## src/verilog/csr_consts.svh

```systemverilog
`ifndef CSR_CONSTS_SVH
`define CSR_CONSTS_SVH

`define XLEN 32

// machine CSR addresses
`define CSR_ADDR_MSTATUS   12'h300
`define CSR_ADDR_MISA      12'h301
`define CSR_ADDR_MIE       12'h304
`define CSR_ADDR_MTVEC     12'h305
`define CSR_ADDR_MSCRATCH  12'h340
`define CSR_ADDR_MEPC      12'h341
`define CSR_ADDR_MCAUSE    12'h342
`define CSR_ADDR_MIP       12'h344
`define CSR_ADDR_MINSTRET  12'hB02
`define CSR_ADDR_MVENDORID 12'hF11
`define CSR_ADDR_MARCHID   12'hF12
`define CSR_ADDR_MIMPID    12'hF13
`define CSR_ADDR_MHARTID   12'hF14

// MIE bit 3, MPIE bit 7, MPP bits 12:11
`define MSTATUS_WMASK 32'h0000_1888
`define MIE_WMASK     32'h0000_0080
`define MTVEC_WMASK   32'hFFFF_FFFC
// MXL = 1 (RV32), I extension only
`define MISA_VALUE    32'h4000_0100
`define MARCHID_VALUE 32'h0000_0001

`define CAUSE_ILLEGAL 32'd2
`define CAUSE_BREAK   32'd3
`define CAUSE_ECALL_M 32'd11

`define REQ_QUEUE_DEPTH 4

`endif

```

## src/verilog/csr_pkg.sv

```systemverilog
`default_nettype none

`include "csr_consts.svh"

package csr_pkg;

    // operations handed from decoder to CSR file
    typedef enum logic [2:0] {
        OP_CSRRW   = 3'd0,
        OP_CSRRS   = 3'd1,
        OP_CSRRC   = 3'd2,
        OP_ECALL   = 3'd3,
        OP_EBREAK  = 3'd4,
        OP_MRET    = 3'd5,
        OP_ILLEGAL = 3'd6
    } csr_op_e;

    typedef struct packed {
        csr_op_e           op;
        logic [11:0]       addr;
        // rs1 value or zero-extended zimm
        logic [`XLEN-1:0]  operand;
        logic              write_en;
        logic [`XLEN-1:0]  pc;
    } csr_req_t;

    typedef struct packed {
        // value before the update
        logic [`XLEN-1:0]  rdata;
        logic              trap;
        logic              redirect;
        logic [`XLEN-1:0]  target;
    } csr_resp_t;

endpackage

`default_nettype wire

```

## src/verilog/csr_decode.sv

```systemverilog
`default_nettype none

`include "csr_consts.svh"

module csr_decode #(
    parameter int DEPTH = `REQ_QUEUE_DEPTH
) (
    input  wire                     clk,
    input  wire                     rst,
    input  wire                     in_valid,
    output logic                    in_ready,
    input  wire [`XLEN-1:0]         in_inst,
    input  wire [`XLEN-1:0]         in_pc,
    input  wire [`XLEN-1:0]         in_rs1,
    input  wire                     credit_return,
    output logic                    req_valid,
    output csr_pkg::csr_req_t       req
);
    import csr_pkg::*;

    localparam int CNT_W = $clog2(DEPTH + 1);
    localparam logic [6:0] OPC_SYSTEM = 7'b1110011;

    logic [CNT_W-1:0] credits;
    logic             accept;

    logic [6:0]       opcode;
    logic [2:0]       funct3;
    logic [4:0]       rs1_field;
    logic [4:0]       rd_field;
    logic [11:0]      funct12;

    csr_op_e          op;
    logic [`XLEN-1:0] operand;
    logic             write_en;

    assign opcode    = in_inst[6:0];
    assign rd_field  = in_inst[11:7];
    assign funct3    = in_inst[14:12];
    assign rs1_field = in_inst[19:15];
    assign funct12   = in_inst[31:20];

    assign in_ready = (credits != '0);
    assign accept   = in_valid & in_ready;

    always_comb begin
        op = OP_ILLEGAL;
        if (opcode == OPC_SYSTEM) begin
            case (funct3[1:0])
                2'b01: op = OP_CSRRW;
                2'b10: op = OP_CSRRS;
                2'b11: op = OP_CSRRC;
                default: begin
                    // privileged forms need rd and rs1 zero
                    if (funct3 == 3'b000 && rs1_field == 5'd0 && rd_field == 5'd0) begin
                        case (funct12)
                            12'h000: op = OP_ECALL;
                            12'h001: op = OP_EBREAK;
                            12'h302: op = OP_MRET;
                            default: op = OP_ILLEGAL;
                        endcase
                    end
                end
            endcase
        end
    end

    // funct3[2] selects the zimm forms
    assign operand = funct3[2] ? {{(`XLEN-5){1'b0}}, rs1_field} : in_rs1;

    always_comb begin
        case (op)
            OP_CSRRW: write_en = 1'b1;
            OP_CSRRS,
            OP_CSRRC: write_en = (rs1_field != 5'd0);
            default:  write_en = 1'b0;
        endcase
    end

    // one credit per send, one back per credit_return
    always_ff @(posedge clk) begin
        if (rst) begin
            credits <= CNT_W'(DEPTH);
        end else begin
            credits <= credits - CNT_W'(accept) + CNT_W'(credit_return);
        end
    end

    always_ff @(posedge clk) begin
        if (rst) begin
            req_valid <= 1'b0;
        end else begin
            req_valid <= accept;
        end
    end

    always_ff @(posedge clk) begin
        if (accept) begin
            req.op       <= op;
            req.addr     <= funct12;
            req.operand  <= operand;
            req.write_en <= write_en;
            req.pc       <= in_pc;
        end
    end

endmodule

`default_nettype wire

```

## src/verilog/csr_file.sv

```systemverilog
`default_nettype none

`include "csr_consts.svh"

module csr_file (
    input  wire                     clk,
    input  wire                     rst,
    input  wire                     not_empty,
    input  wire csr_pkg::csr_req_t  head,
    input  wire                     resp_ready,
    output logic                    pop,
    output logic                    resp_valid,
    output csr_pkg::csr_resp_t      resp
);
    import csr_pkg::*;

    // mstatus fields
    localparam int MIE_BIT  = 3;
    localparam int MPIE_BIT = 7;
    localparam int MPP_LO   = 11;

    logic [`XLEN-1:0] mstatus;
    logic [`XLEN-1:0] mtvec;
    logic [`XLEN-1:0] mepc;
    logic [`XLEN-1:0] mcause;
    logic [`XLEN-1:0] mie;
    logic [`XLEN-1:0] mscratch;
    logic [`XLEN-1:0] minstret;

    logic             is_csr_op;
    logic             addr_known;
    logic             trap_req;
    logic             ret_req;
    logic             csr_write;
    logic [`XLEN-1:0] old_val;
    logic [`XLEN-1:0] new_val;
    logic [`XLEN-1:0] cause;

    assign pop = not_empty & resp_ready;

    // read side, also flags unmapped addresses
    always_comb begin
        addr_known = 1'b1;
        old_val    = '0;
        case (head.addr)
            `CSR_ADDR_MSTATUS:   old_val = mstatus;
            `CSR_ADDR_MISA:      old_val = `MISA_VALUE;
            `CSR_ADDR_MIE:       old_val = mie;
            `CSR_ADDR_MTVEC:     old_val = mtvec;
            `CSR_ADDR_MSCRATCH:  old_val = mscratch;
            `CSR_ADDR_MEPC:      old_val = mepc;
            `CSR_ADDR_MCAUSE:    old_val = mcause;
            `CSR_ADDR_MIP:       old_val = '0;
            `CSR_ADDR_MINSTRET:  old_val = minstret;
            `CSR_ADDR_MVENDORID: old_val = '0;
            `CSR_ADDR_MARCHID:   old_val = `MARCHID_VALUE;
            `CSR_ADDR_MIMPID:    old_val = '0;
            `CSR_ADDR_MHARTID:   old_val = '0;
            default:             addr_known = 1'b0;
        endcase
    end

    assign is_csr_op = (head.op == OP_CSRRW) || (head.op == OP_CSRRS) ||
                       (head.op == OP_CSRRC);
    assign ret_req   = (head.op == OP_MRET);
    assign trap_req  = (head.op == OP_ECALL) || (head.op == OP_EBREAK) ||
                       (head.op == OP_ILLEGAL) || (is_csr_op && !addr_known);
    assign csr_write = is_csr_op & addr_known & head.write_en;

    always_comb begin
        case (head.op)
            OP_CSRRS: new_val = old_val | head.operand;
            OP_CSRRC: new_val = old_val & ~head.operand;
            default:  new_val = head.operand;
        endcase
    end

    always_comb begin
        case (head.op)
            OP_ECALL:  cause = `CAUSE_ECALL_M;
            OP_EBREAK: cause = `CAUSE_BREAK;
            default:   cause = `CAUSE_ILLEGAL;
        endcase
    end

    always_ff @(posedge clk) begin
        if (rst) begin
            mstatus  <= '0;
            mtvec    <= '0;
            mepc     <= '0;
            mcause   <= '0;
            mie      <= '0;
            mscratch <= '0;
        end else if (pop) begin
            if (csr_write) begin
                // read-only and minstret addresses fall to default
                case (head.addr)
                    `CSR_ADDR_MSTATUS:  mstatus  <= new_val & `MSTATUS_WMASK;
                    `CSR_ADDR_MTVEC:    mtvec    <= new_val & `MTVEC_WMASK;
                    `CSR_ADDR_MEPC:     mepc     <= new_val;
                    `CSR_ADDR_MCAUSE:   mcause   <= new_val;
                    `CSR_ADDR_MIE:      mie      <= new_val & `MIE_WMASK;
                    `CSR_ADDR_MSCRATCH: mscratch <= new_val;
                    default: ;
                endcase
            end else if (trap_req) begin
                mepc                       <= head.pc;
                mcause                     <= cause;
                mstatus[MPIE_BIT]          <= mstatus[MIE_BIT];
                mstatus[MIE_BIT]           <= 1'b0;
                mstatus[MPP_LO+1:MPP_LO]   <= 2'b11;
            end else if (ret_req) begin
                mstatus[MIE_BIT]           <= mstatus[MPIE_BIT];
                mstatus[MPIE_BIT]          <= 1'b1;
                mstatus[MPP_LO+1:MPP_LO]   <= 2'b00;
            end
        end
    end

    // counts every popped request, trapped ones included
    always_ff @(posedge clk) begin
        if (rst) begin
            minstret <= '0;
        end else if (pop) begin
            if (csr_write && head.addr == `CSR_ADDR_MINSTRET) begin
                minstret <= new_val;
            end else begin
                minstret <= minstret + `XLEN'(1);
            end
        end
    end

    always_ff @(posedge clk) begin
        if (rst) begin
            resp_valid <= 1'b0;
        end else begin
            resp_valid <= pop;
        end
    end

    always_ff @(posedge clk) begin
        if (pop) begin
            resp.rdata    <= is_csr_op ? old_val : '0;
            resp.trap     <= trap_req;
            resp.redirect <= trap_req | ret_req;
            if (trap_req) begin
                resp.target <= mtvec;
            end else if (ret_req) begin
                resp.target <= mepc;
            end else begin
                resp.target <= '0;
            end
        end
    end

endmodule

`default_nettype wire

```

## src/verilog/csr_req_queue.sv

```systemverilog
`default_nettype none

`include "csr_consts.svh"

module csr_req_queue #(
    parameter int DEPTH = `REQ_QUEUE_DEPTH
) (
    input  wire                     clk,
    input  wire                     rst,
    input  wire                     req_valid,
    input  wire csr_pkg::csr_req_t  req,
    input  wire                     pop,
    output logic                    not_empty,
    output csr_pkg::csr_req_t       head,
    output logic                    credit_return
);
    import csr_pkg::*;

    localparam int PTR_W = (DEPTH > 1) ? $clog2(DEPTH) : 1;
    localparam int CNT_W = $clog2(DEPTH + 1);

    csr_req_t         mem [DEPTH];
    logic [PTR_W-1:0] wr_ptr;
    logic [PTR_W-1:0] rd_ptr;
    logic [CNT_W-1:0] count;

    // wrap at DEPTH, which need not be a power of two
    function automatic logic [PTR_W-1:0] ptr_inc(input logic [PTR_W-1:0] ptr);
        if (ptr == PTR_W'(DEPTH - 1)) begin
            return '0;
        end
        return ptr + PTR_W'(1);
    endfunction

    assign not_empty = (count != '0);
    assign head      = mem[rd_ptr];

    always_ff @(posedge clk) begin
        if (req_valid) begin
            mem[wr_ptr] <= req;
        end
    end

    always_ff @(posedge clk) begin
        if (rst) begin
            wr_ptr        <= '0;
            rd_ptr        <= '0;
            count         <= '0;
            credit_return <= 1'b0;
        end else begin
            if (req_valid) begin
                wr_ptr <= ptr_inc(wr_ptr);
            end
            if (pop) begin
                rd_ptr <= ptr_inc(rd_ptr);
            end
            count         <= count + CNT_W'(req_valid) - CNT_W'(pop);
            credit_return <= pop;
        end
    end

endmodule

`default_nettype wire

```

## src/verilog/csr_subsys_top.sv

```systemverilog
`default_nettype none

`include "csr_consts.svh"

module csr_subsys_top (
    input  wire                     clk,
    input  wire                     rst,
    input  wire                     in_valid,
    output logic                    in_ready,
    input  wire [`XLEN-1:0]         in_inst,
    input  wire [`XLEN-1:0]         in_pc,
    input  wire [`XLEN-1:0]         in_rs1,
    input  wire                     resp_ready,
    output logic                    resp_valid,
    output csr_pkg::csr_resp_t      resp
);
    import csr_pkg::*;

    logic     req_valid;
    csr_req_t req;
    logic     credit_return;
    logic     not_empty;
    csr_req_t head;
    logic     pop;

    csr_decode #(
        .DEPTH(`REQ_QUEUE_DEPTH)
    ) u_csr_decode (
        .clk          (clk),
        .rst          (rst),
        .in_valid     (in_valid),
        .in_ready     (in_ready),
        .in_inst      (in_inst),
        .in_pc        (in_pc),
        .in_rs1       (in_rs1),
        .credit_return(credit_return),
        .req_valid    (req_valid),
        .req          (req)
    );

    csr_req_queue #(
        .DEPTH(`REQ_QUEUE_DEPTH)
    ) u_csr_req_queue (
        .clk          (clk),
        .rst          (rst),
        .req_valid    (req_valid),
        .req          (req),
        .pop          (pop),
        .not_empty    (not_empty),
        .head         (head),
        .credit_return(credit_return)
    );

    csr_file u_csr_file (
        .clk       (clk),
        .rst       (rst),
        .not_empty (not_empty),
        .head      (head),
        .resp_ready(resp_ready),
        .pop       (pop),
        .resp_valid(resp_valid),
        .resp      (resp)
    );

endmodule

`default_nettype wire
```

## config.mk

```make
export PLATFORM = sky130hd
export DESIGN_NAME = csr_subsys_top
export DESIGN_NICKNAME = d
export VERILOG_FILES = /design/src/verilog/csr_pkg.sv /design/src/verilog/csr_decode.sv /design/src/verilog/csr_file.sv /design/src/verilog/csr_req_queue.sv /design/src/verilog/csr_subsys_top.sv
export VERILOG_INCLUDE_DIRS = /design/src /design/src/verilog
export SDC_FILE = /design/constraint.sdc
export NUM_CORES = 1
export LEC_CHECK = 0
export ABC_AREA = 1
export BUFFER_PORTS_ARGS = -buffer_cell sky130_fd_sc_hd__buf_2
export CORE_UTILIZATION = 25
export DETAILED_ROUTE_END_ITERATION = 6
export GPL_TIMING_DRIVEN = 0
export PLACE_DENSITY_LB_ADDON = 0.2
export SKIP_LAST_GASP = 1
export SLEW_MARGIN = 5
export SYNTH_ARGS = -nofsm -noshare
export SYNTH_HDL_FRONTEND = slang
export SYNTH_SLANG_ARGS = --single-unit
```

## constraint.sdc

```tcl
create_clock -name clk -period 4.58 [get_ports clk]
set_input_delay 0.458 -clock clk [delete_from_list [all_inputs] [get_ports clk]]
set_output_delay 0.458 -clock clk [all_outputs]
set_load 0.1 [all_outputs]
```

# After elaboration in Yosys (flattened, before gate mapping)
# Memories as Yosys holds them, arrays and structs flattened. A register that Yosys moved wholly into a read port is not among the register bits.
# Cells that the tools add are included.
# totals
register_bits,321
ramBits,320
in_bits,100
out_inout_bits,68
wordCells,146
mem_count,1
# mem_list
memory,depth,word_bits,rd,rd_ports_with_merged_regs,write_ports,line_no,text
u_csr_req_queue.mem,4,80,1,1,1,csr_req_queue.sv:22,csr_req_t mem [DEPTH];
# classes
addsub,7
eq_ne,32
mux,43
bitwise_logic,9
reduce_logical,30
# op_table
op,count
$mux 32,9
$pmux 32 s9,1
$eq 12x10->1 const B,9
$pmux 32 s2,1
$eq 12x12->1 const B,5
$add 32x1->32 const B,1
$and 32x32->32,1
$not 32->32,1
$or 32x32->32,1
$mux 2,9
$pmux 3 s3,2
$reduce_and 3->1,6
$mux 1,15
$mux 13,1
$reduce_or 13->1,1
$eq 12x1->1 const B,1
$logic_not 12->1,1
$logic_not 5->1,2
$eq 3x2->1 const B,3
$eq 3x3->1 const B,3
$logic_not 3->1,3
$reduce_bool 3->1,3
$eq 2x2->1 const B,4
$pmux 4 s2,1
other kinds (19),37

# Logic depth before layout (Yosys ltp)
# Gate-level depths: netlist (run 1).
# depth
ltp_word,9
ltp_mapped,21
depth_no_buf,19

# Modules after synthesis
# Synthesis (run 1) repeated with hierarchy kept, for this count alone.
# hier_totals
hier_cells,3108
area_unflattened_um2,28584.9
# by_module_without_submodules
module,instances,cells_per_inst,area_per_inst_um2,seq_area_each_um2
csr_req_queue,1,995,13101.3,9809.4
csr_file,1,1876,12331.8,5265.0
csr_decode,1,237,3151.8,2482.4

# Worst setup path after synthesis (run 1)
# OpenSTA, ideal clock, no wires.
# synth_path
path_kind,input -> register
from,input resp_ready
to,register u_csr_req_queue.count[2]
setup_ns,0.120
arrival_time_ns,4.619
required_time_ns,4.460
setup_slack_ns,-0.159
stages,12
n_path_buf,2
cell_sequence,o31ai_1 > inv_1 > clkbuf_1 > buf_1 > ha_1 > inv_1 > ha_1 > inv_1 > fa_1 > xor2_1 > o21ai_0 > a21oi_1
# synth_via
elab_chain_len,2
# synth_rtl
element,line_no,text
start: declaration,csr_subsys_top.sv:13,"input wire resp_ready,"
$and 1x1->1,csr_file.sv:39,assign pop = not_empty & resp_ready;
named net pop,csr_subsys_top.sv:24,logic pop;
$sub 3x1->3,csr_req_queue.sv:57,count <= count + CNT_W'(req_valid) - CNT_W'(pop);
end signal: assignment,csr_req_queue.sv:57,
end: declaration,csr_req_queue.sv:25,logic [CNT_W-1:0] count;
# The timed path passes the listed nets, and every way through them passes these cells.
# A chain may end at the register's enable or synchronous reset.

==> results of run 1 <==
-- synthesized netlist by cell type, types with 10 or more instances --
cell	number
sky130_fd_sc_hd__a21oi_1	61
sky130_fd_sc_hd__buf_2	34
sky130_fd_sc_hd__buf_4	16
sky130_fd_sc_hd__clkbuf_1	90
sky130_fd_sc_hd__dfxtp_1	177
sky130_fd_sc_hd__edfxtp_1	466
sky130_fd_sc_hd__ha_1	10
sky130_fd_sc_hd__inv_1	227
sky130_fd_sc_hd__nand2_1	681
sky130_fd_sc_hd__nand3_1	94
sky130_fd_sc_hd__nand4_1	14
sky130_fd_sc_hd__nor2_1	531
sky130_fd_sc_hd__nor3_1	12
sky130_fd_sc_hd__o21ai_0	266
sky130_fd_sc_hd__o21ai_1	23
sky130_fd_sc_hd__o22ai_1	73
sky130_fd_sc_hd__or2_2	23
sky130_fd_sc_hd__xor2_1	24
-- worst max-delay path by stage --
stage	end	depth (start not counted)	startpoint
floorplan	u_csr_req_queue.count[2]	12	resp_ready
global placement	u_csr_req_queue.count[2]	13	resp_ready
detailed placement	u_csr_file.mepc[27]	16	flip-flop
CTS	u_csr_file.mepc[20]	16	flip-flop
global route	u_csr_file.mepc[19]	14	flip-flop
finish	u_csr_file.mepc[20]	16	flip-flop
-- area by class of cell --
type / count / share of cell area, %
multi-input cells: 1874 / 25.3
well taps: 1414 / 5.33
plain buffers: 147 / 2.00
diodes: 3 / 0.0226
clock inverters: 45 / 1.46
repair buffers: 208 / 4.10
clock buffers: 95 / 6.26
inverters: 237 / 2.72
flip-flops and latches: 643 / 52.8
-- cell usage in the layout (no fill, tap or decap), types with 37 or more instances in the layout --
cell type / netlist / final
sky130_fd_sc_hd__clkbuf_1: 90 / 103
sky130_fd_sc_hd__o21ai_0: 266 / 266
sky130_fd_sc_hd__edfxtp_1: 466 / 466
sky130_fd_sc_hd__nand3_1: 94 / 94
sky130_fd_sc_hd__buf_2: 34 / 199
sky130_fd_sc_hd__o22ai_1: 73 / 73
sky130_fd_sc_hd__nor2_1: 531 / 531
sky130_fd_sc_hd__inv_1: 227 / 222
sky130_fd_sc_hd__dfxtp_1: 177 / 177
sky130_fd_sc_hd__a21oi_1: 61 / 61
sky130_fd_sc_hd__nand2_1: 681 / 681
sky130_fd_sc_hd__clkbuf_16: 0 / 80
sky130_fd_sc_hd__dlygate4sd3_1: 0 / 37
-- power breakdown --
group	switching (µW)	total [µW]	internal [µW]
sequential	392	7560	7170
clock	2480	6270	3780
combinational	4800	6150	1350
total	7680	20000	12300
-- critical path, cell delays in order (launching register included) --
cell and delay [ns]:
sky130_fd_sc_hd__dfxtp_1 0.29, sky130_fd_sc_hd__buf_4 0.16, sky130_fd_sc_hd__inv_2 0.18, sky130_fd_sc_hd__buf_4 0.23
sky130_fd_sc_hd__nand3_1 0.09, sky130_fd_sc_hd__nand2_1 0.13, sky130_fd_sc_hd__nand2_1 0.12, sky130_fd_sc_hd__nor2_2 0.25
sky130_fd_sc_hd__nand3_2 0.33, sky130_fd_sc_hd__clkbuf_1 0.43, sky130_fd_sc_hd__o22ai_1 0.38, sky130_fd_sc_hd__nor2_1 0.25
sky130_fd_sc_hd__o21ai_1 0.68, sky130_fd_sc_hd__nand2_1 0.23, sky130_fd_sc_hd__nand2_1 0.11, sky130_fd_sc_hd__nor2_1 0.05
sky130_fd_sc_hd__nor2_1 0.09
-- state kept, by name, indices dropped and copies added, names as in the netlist, 2 cells and up, named ones only --
name                    cells
u_csr_decode.credits        3
u_csr_decode.req           80
u_csr_file.mcause          32
u_csr_file.mepc            32
u_csr_file.minstret        32
u_csr_file.mscratch        32
u_csr_file.mstatus          4
u_csr_file.mtvec           30
u_csr_file.resp            66
u_csr_req_queue.count       3
u_csr_req_queue.mem       320
u_csr_req_queue.rd_ptr      2
u_csr_req_queue.wr_ptr      2
-- per-stage QoR --
| stage | cell area [µm²] | setup slack (ns) | util [%] | hold WS, ns | TNS, ns |
|---|---|---|---|---|---|
| after floorplan | 27500 | 0.0762 | - | 0.423 | 0 |
| after global placement | 30100 | -2.77 | 27.6 | 0.439 | -126.68 |
| after detailed placement | 30300 | 0.578 | 27.8 | 0.472 | 0 |
| after CTS | 33200 | 0.557 | 30.5 | 0.00232 | 0 |
| after global routing | 33200 | 0.279 | 30.5 | 0.0187 | 0 |
| final | 33200 | 0.471 | 30.5 | 0.0465 | 0 |
-- cells by family (layout without fill, tap and decap cells) --
family | count (synthesis) | count (layout) | share of synthesized area, %
XOR/XNOR | 30 | 30 | 0.956
other | 0 | 3 | 0
AO/OA/AOI/OAI | 447 | 447 | 8.73
buffers and inverters | 384 | 732 | 5.64
adder cells (fa/ha/maj) | 12 | 12 | 0.601
AND/OR/NAND/NOR | 1385 | 1385 | 20.3
flip-flops | 643 | 643 | 63.8
-- layer usage --
| layer | vias to the layer above | wire [µm] | track usage (%) |
|---|---|---|---|
| met5 | - | 13 | 0 |
| met4 | 2 | 2550 | 5.53 |
| met3 | 134 | 4380 | 2.52 |
| met2 | 487 | 44600 | 27.8 |
| met1 | 9956 | 43000 | 22.6 |
| li1 | 10200 | - | - |
==> impl_summary.log, run 1 <==
[metrics] Static Leak: around 0.013 µW
[metrics] top area cells in the synthesized netlist: sky130_fd_sc_hd__edfxtp_1, sky130_fd_sc_hd__dfxtp_1, sky130_fd_sc_hd__nand2_1
[metrics] area of the multi-input gates: ~0.0084 mm²
[metrics] clock latency reported for the late side of the worst-skew pair: 0.63 ns
[metrics] number of enable-type register cells in the synthesized netlist: 466
[metrics] DRC marker count from the first detailed-route iteration: between 1.5k and 2k
[metrics] routed vias/inst: 4.45
[metrics] Placed Cells: roughly 4.5k
[metrics] Remaining Overflow, GRT: 0
[metrics] number of antenna violations at the first check in global routing: 4
[metrics] worst-case clock skew: roughly 0.030 ns
[metrics] worst reg-to-reg setup slack: 0.47 ns
[metrics] non-filler instance count after layout: about 4.7k
[metrics] CTS Buf Count: between 70 and 80
[metrics] sum of net half-perimeters after detailed placement: around 70000 µm
[metrics] result of the run: completed
[metrics] count of standard-cell rows: 121
[metrics] setup repair after global routing missed its margin: false
[metrics] Critical Path Source Type: flip-flop
[metrics] share of the clock period used by the worst path: roughly 90%
[metrics] count of cells resized by post-cts repair: 0
[metrics] Mapped Avg Cell Area: roughly 9.5 µm²
[metrics] async set-or-reset flop fraction in the synthesized netlist: 0%
[metrics] fmax: 0.243 GHz
[metrics] via count of the first global-routing pass: a little over 20k
[metrics] Global Route Usage Sum: between 10% and 20%
[metrics] transition time at the pin with the least slew margin: roughly 1.1 ns
[metrics] total of fill cells in the finished design: between 10k and 15k
[metrics] cell count after synthesis: around 2.9k
[metrics] Clock Tree Buf Depth: 3
[metrics] Die Area: 0.111 mm²
[metrics] ports placed on the boundary: between 150 and 200
[metrics] area share of the leading cell type in the synthesized netlist: about 51%
[metrics] critical setup path kind: reg -> reg
[metrics] required time of the critical path: 5.13 ns
[metrics] data arrival time at the worst-slack endpoint: around 4.7 ns
[metrics] cell area after synthesis: between 0.02 and 0.03 mm²
[metrics] worst r2r dst: u_csr_file.mepc[20]
[metrics] count of buffers from port buffering: 165
[metrics] CTS H-tree depth: 3
[metrics] Synth Net Count: 3013
[metrics] Die W: 334 µm
[metrics] wire length of the first global-routing pass: around 140000 µm
[metrics] number of warnings printed during yosys synthesis: 0
[metrics] max_cap viols: 0
[metrics] Hold Violations, Final: 0
[metrics] final weighted congestion of routability-driven global placement: about 0.90
[metrics] first-pass iteration count of the detailed router: 5
[metrics] Net count, final: 3300
[metrics] startpoint of the lowest-slack hold path: in_inst[23]
[metrics] WL per Instance: about 20 µm
[metrics] total DRC errors in the routed layout: 0
[metrics] area delta synth->final: 20.9%
[metrics] biggest area consumer among synthesized cells: sky130_fd_sc_hd__edfxtp_1
[metrics] final count of pins violating max slew: 0
[metrics] clock tree from TritonCTS: yes
[metrics] top_reg_cell synth: sky130_fd_sc_hd__edfxtp_1
[metrics] CTS Root Cell: sky130_fd_sc_hd__clkbuf_16
[metrics] post-layout total power: 20000 µW
[metrics] #FFs+latches synth: about 640
[metrics] count of clock tree sinks: 643
[metrics] number of nets with antenna violations after detailed routing: 0
[metrics] post-layout min period: 4.11 ns
[metrics] Die H: roughly 330 µm
[metrics] CTS Hold Buffers Added: 37
[metrics] kind of capture point of the worst setup path: flip-flop
[metrics] type of the tightest min-delay check: in -> reg
[metrics] CORE AREA: 0.109 mm²
[metrics] buffers inserted during post-CTS setup optimization: 0
[metrics] power density of the placed cells: 601 mW/mm²
[metrics] via count: a little over 20k
[metrics] number of distinct standard cells referenced by the synthesized netlist: a little over 40
[metrics] fraction of final layout cells sized beyond drive strength 1: between 10% and 20%
[metrics] pin count of the biggest net entering global routing: 64
[metrics] Max rail drop VDD: approximately 0.00023 V
[metrics] hold worst-path end: u_csr_decode.req[68]
[metrics] initial core utilization: roughly a quarter
[metrics] part of the Yosys area used for sequential elements: ~64%
[metrics] final wirelength: ~95000 µm
[metrics] worst reg2reg path depth: 16
[metrics] clock transition at the registers of the reported paths: roughly 0.060 ns
[metrics] Reg area: around 0.018 mm²
[metrics] setup-violating endpoint count in the final report: 0
[metrics] worst-path fanout max: 10
[metrics] hold path depth: 1
[metrics] Worst slew margin: ~28%
Note: power is estimated with default switching activity, not from simulation.
==> inputs of run 2 (changes only) <==
Settings changed: PLACE_DENSITY_LB_ADDON 0.2 to default.
==> run 2 against run 1 <==
Net effect:
- clock skew grew 0.0086 ns
- via count grew 1.0%
- power shrank 5.0%
- sequential power is essentially flat
- critical endpoint is now u_csr_req_queue.count[2]
- first-iteration DRC count grew 17%
- core utilization shrank 0.57 points
- combinational power shrank 2%
- non-clock buffer count shrank 18
- sequential share of layout area grew 1.0 points
- hold slack lost 0.012 ns
- cell count shrank 0.71%
==> impl_summary.log, run 2 (synthesis gave the netlist of run 1 again) <==
[metrics] clock transition at the registers of the reported paths: roughly 0.06 ns
[metrics] power density of the placed cells: roughly 580 mW/mm²
[metrics] DRC marker count from the first detailed-route iteration: ~1.8k
[metrics] buffers inserted during post-CTS setup optimization: 0
[metrics] CTS Hold Buffers Added: 18
[metrics] wire length of the first global-routing pass: approximately 130000 µm
[metrics] hold slack final: between 0.03 and 0.04 ns
[metrics] setup-violating endpoint count in the final report: 0
[metrics] worst slack at placement: roughly 0.56 ns
[metrics] CTS Buf Count: 69
[metrics] fmax: around 0.25 GHz
[metrics] Largest register FFs: 320
[metrics] post-layout min period: approximately 4.0 ns
[metrics] worst reg2reg path depth: 14
[metrics] data arrival time at the worst-slack endpoint: around 4.5 ns
[metrics] Global Route Usage Sum: 15.7%
[metrics] required time of the critical path: 5.12 ns
[metrics] Post-Layout Inst Area: approximately 0.033 mm²
[metrics] transition time at the pin with the least slew margin: roughly 0.94 ns
[metrics] Remaining Overflow, GRT: 0
[metrics] final wirelength: around 90000 µm
[metrics] final setup slack of the worst path: approximately 0.58 ns
[metrics] via count: about 21k
[metrics] initial core utilization: 25.2%
[metrics] instance area after placement: between 0.03 and 0.04 mm²
[metrics] Die H: 334 µm
[metrics] most common library cell in the layout ignoring fill and taps: sky130_fd_sc_hd__nand2_1
[metrics] Max rail drop VDD: roughly 0.0003 V
[metrics] count of cells resized by post-cts repair: 0
[metrics] CTS H-tree depth: 3
[metrics] setup repair after global routing missed its margin: false
[metrics] final count of pins violating max slew: 0
[metrics] ports placed on the boundary: approximately 170
[metrics] largest registers in the final layout: u_csr_req_queue.mem (320), u_csr_decode.req (80), u_csr_file.resp (66)
[metrics] critical setup path kind: reg -> reg
[metrics] Worst slew margin: between 30% and 40%
[metrics] via count of the first global-routing pass: 20.1k
[metrics] clock tree from TritonCTS: yes
[metrics] fraction of final layout cells sized beyond drive strength 1: approximately an eighth
[metrics] worst-case clock skew: slightly below 0.04 ns
[metrics] count of clock tree sinks: 643
[metrics] number of antenna violations at the first check in global routing: 2
[metrics] clock latency reported for the late side of the worst-skew pair: between 0.6 and 0.7 ns
[metrics] Clock Tree Buf Depth: 3
[metrics] share of the clock period used by the worst path: between 80 and 90%
[metrics] WL per Instance: between 15 and 20 µm
[metrics] Die W: 334 µm
[metrics] worst-path fanout max: approximately 60
[metrics] commonest cells after routing, fill and taps aside: sky130_fd_sc_hd__nand2_1, sky130_fd_sc_hd__nor2_1, sky130_fd_sc_hd__edfxtp_1, sky130_fd_sc_hd__o21ai_0, sky130_fd_sc_hd__inv_1
[metrics] total DRC errors in the routed layout: 0
[metrics] kind of capture point of the worst setup path: flip-flop
[metrics] count of buffers from port buffering: ~170
[metrics] register containing the most flip-flops in the final layout: u_csr_req_queue.mem
[metrics] Die Area: 0.111 mm²
[metrics] routed vias/inst: roughly 4.5
[metrics] number of nets with antenna violations after detailed routing: 0
[metrics] CORE AREA: ~0.11 mm²
[metrics] count of standard-cell rows: 121
[metrics] CTS Root Cell: sky130_fd_sc_hd__clkbuf_16
[metrics] pin count of the biggest net entering global routing: 63
[metrics] Static Leak: roughly 0.013 µW
[metrics] area delta synth->final: 18.6%
[metrics] hold path depth: 1
[metrics] max_cap viols: 0
[metrics] result of the run: completed
[metrics] Critical Path Source Type: flip-flop
[metrics] first-pass iteration count of the detailed router: 5
[metrics] sum of net half-perimeters after detailed placement: approximately 66000 µm
[metrics] Net count, final: 3274
[metrics] final weighted congestion of routability-driven global placement: 0.936
[metrics] Hold Violations, Final: 0
[metrics] type of the tightest min-delay check: in -> reg
[run 2: changes by cell type in the layout (fill, tap and decap cells not counted)]
cell | before | now
sky130_fd_sc_hd__o31ai_4 | 1 | 0
sky130_fd_sc_hd__inv_6 | 4 | 5
sky130_fd_sc_hd__clkbuf_16 | 80 | 70
sky130_fd_sc_hd__clkbuf_1 | 103 | 104
sky130_fd_sc_hd__clkinvlp_4 | 0 | 7
sky130_fd_sc_hd__inv_4 | 4 | 6
sky130_fd_sc_hd__clkinvlp_2 | 0 | 1
sky130_fd_sc_hd__o31ai_2 | 0 | 1
sky130_fd_sc_hd__clkinv_2 | 14 | 7
sky130_fd_sc_hd__dlygate4sd3_1 | 37 | 18
sky130_fd_sc_hd__clkinv_4 | 2 | 0
sky130_fd_sc_hd__buf_4 | 17 | 18
sky130_fd_sc_hd__bufinv_16 | 10 | 3
sky130_fd_sc_hd__clkinv_1 | 18 | 17
[run 2: worst paths after layout]
kind,startpoint,end,slack [ns]
max,u_csr_req_queue.count[1],u_csr_req_queue.count[2],0.58
min,in_pc[22],u_csr_decode.req[22],0.03
max reg2reg,u_csr_req_queue.count[1],u_csr_req_queue.count[2],0.58
min reg2reg,u_csr_req_queue.count[2],u_csr_req_queue.count[2],0.47
[run 2: final cells by class]
type / instances / area (µm²)
Antenna cell: 3 / 7.51
Buffer: 147 / 666
Clock buffer: 86 / 1830
Clock inverter: 39 / 302
Fill cell: 11400 / 76400
Inverter: 237 / 902
Multi-Input combinational cell: 1874 / 8400
Sequential cell: 643 / 17500
Tap cell: 1414 / 1770
Timing Repair Buffer: 190 / 1180
[run 2: critical path, cell delays in order (launching register included)]
cell and delay, ns:
sky130_fd_sc_hd__dfxtp_1 0.35, sky130_fd_sc_hd__o31ai_2 0.59, sky130_fd_sc_hd__buf_4 0.32, sky130_fd_sc_hd__inv_1 0.17
sky130_fd_sc_hd__clkbuf_1 0.35, sky130_fd_sc_hd__buf_4 0.37, sky130_fd_sc_hd__buf_16 0.25, sky130_fd_sc_hd__ha_1 0.36
sky130_fd_sc_hd__inv_1 0.06, sky130_fd_sc_hd__ha_1 0.13, sky130_fd_sc_hd__inv_1 0.05, sky130_fd_sc_hd__fa_1 0.40
sky130_fd_sc_hd__xor2_1 0.17, sky130_fd_sc_hd__o21ai_0 0.10, sky130_fd_sc_hd__a21oi_1 0.15
[run 2: layer usage]
layer  global-route usage, %  vias up  part of all wire [%]
li1                        -    10100                     -
met1                    20.3     9985                    43
met2                    26.5      715                    48
met3                    2.40      148                   6.4
met4                    5.56        2                   3.0
met5                       0        -                 0.022
[run 2: power breakdown]
| group | internal (µW) | leakage (µW) | total [µW] | switching [µW] |
|---|---|---|---|---|
| clock network | 3030 | 0.00102 | 5390 | 2370 |
| registers | 7160 | 0.00576 | 7550 | 389 |
| logic | 1340 | 0.00591 | 6030 | 4690 |
[run 2: through the flow]
stage | total power (µW) | TNS [ns] | utilization, % | instances
final | 19000 | 0 | 29.9 | 4633
after global routing | 19800 | 0 | 29.9 | 4630
after CTS | 19100 | 0 | 29.9 | 4630
after detailed placement | 13600 | 0 | 27.8 | 4487
after global placement | 13600 | -99.25 | 27.6 | 4480
after floorplan | 11600 | 0 | - | 2901
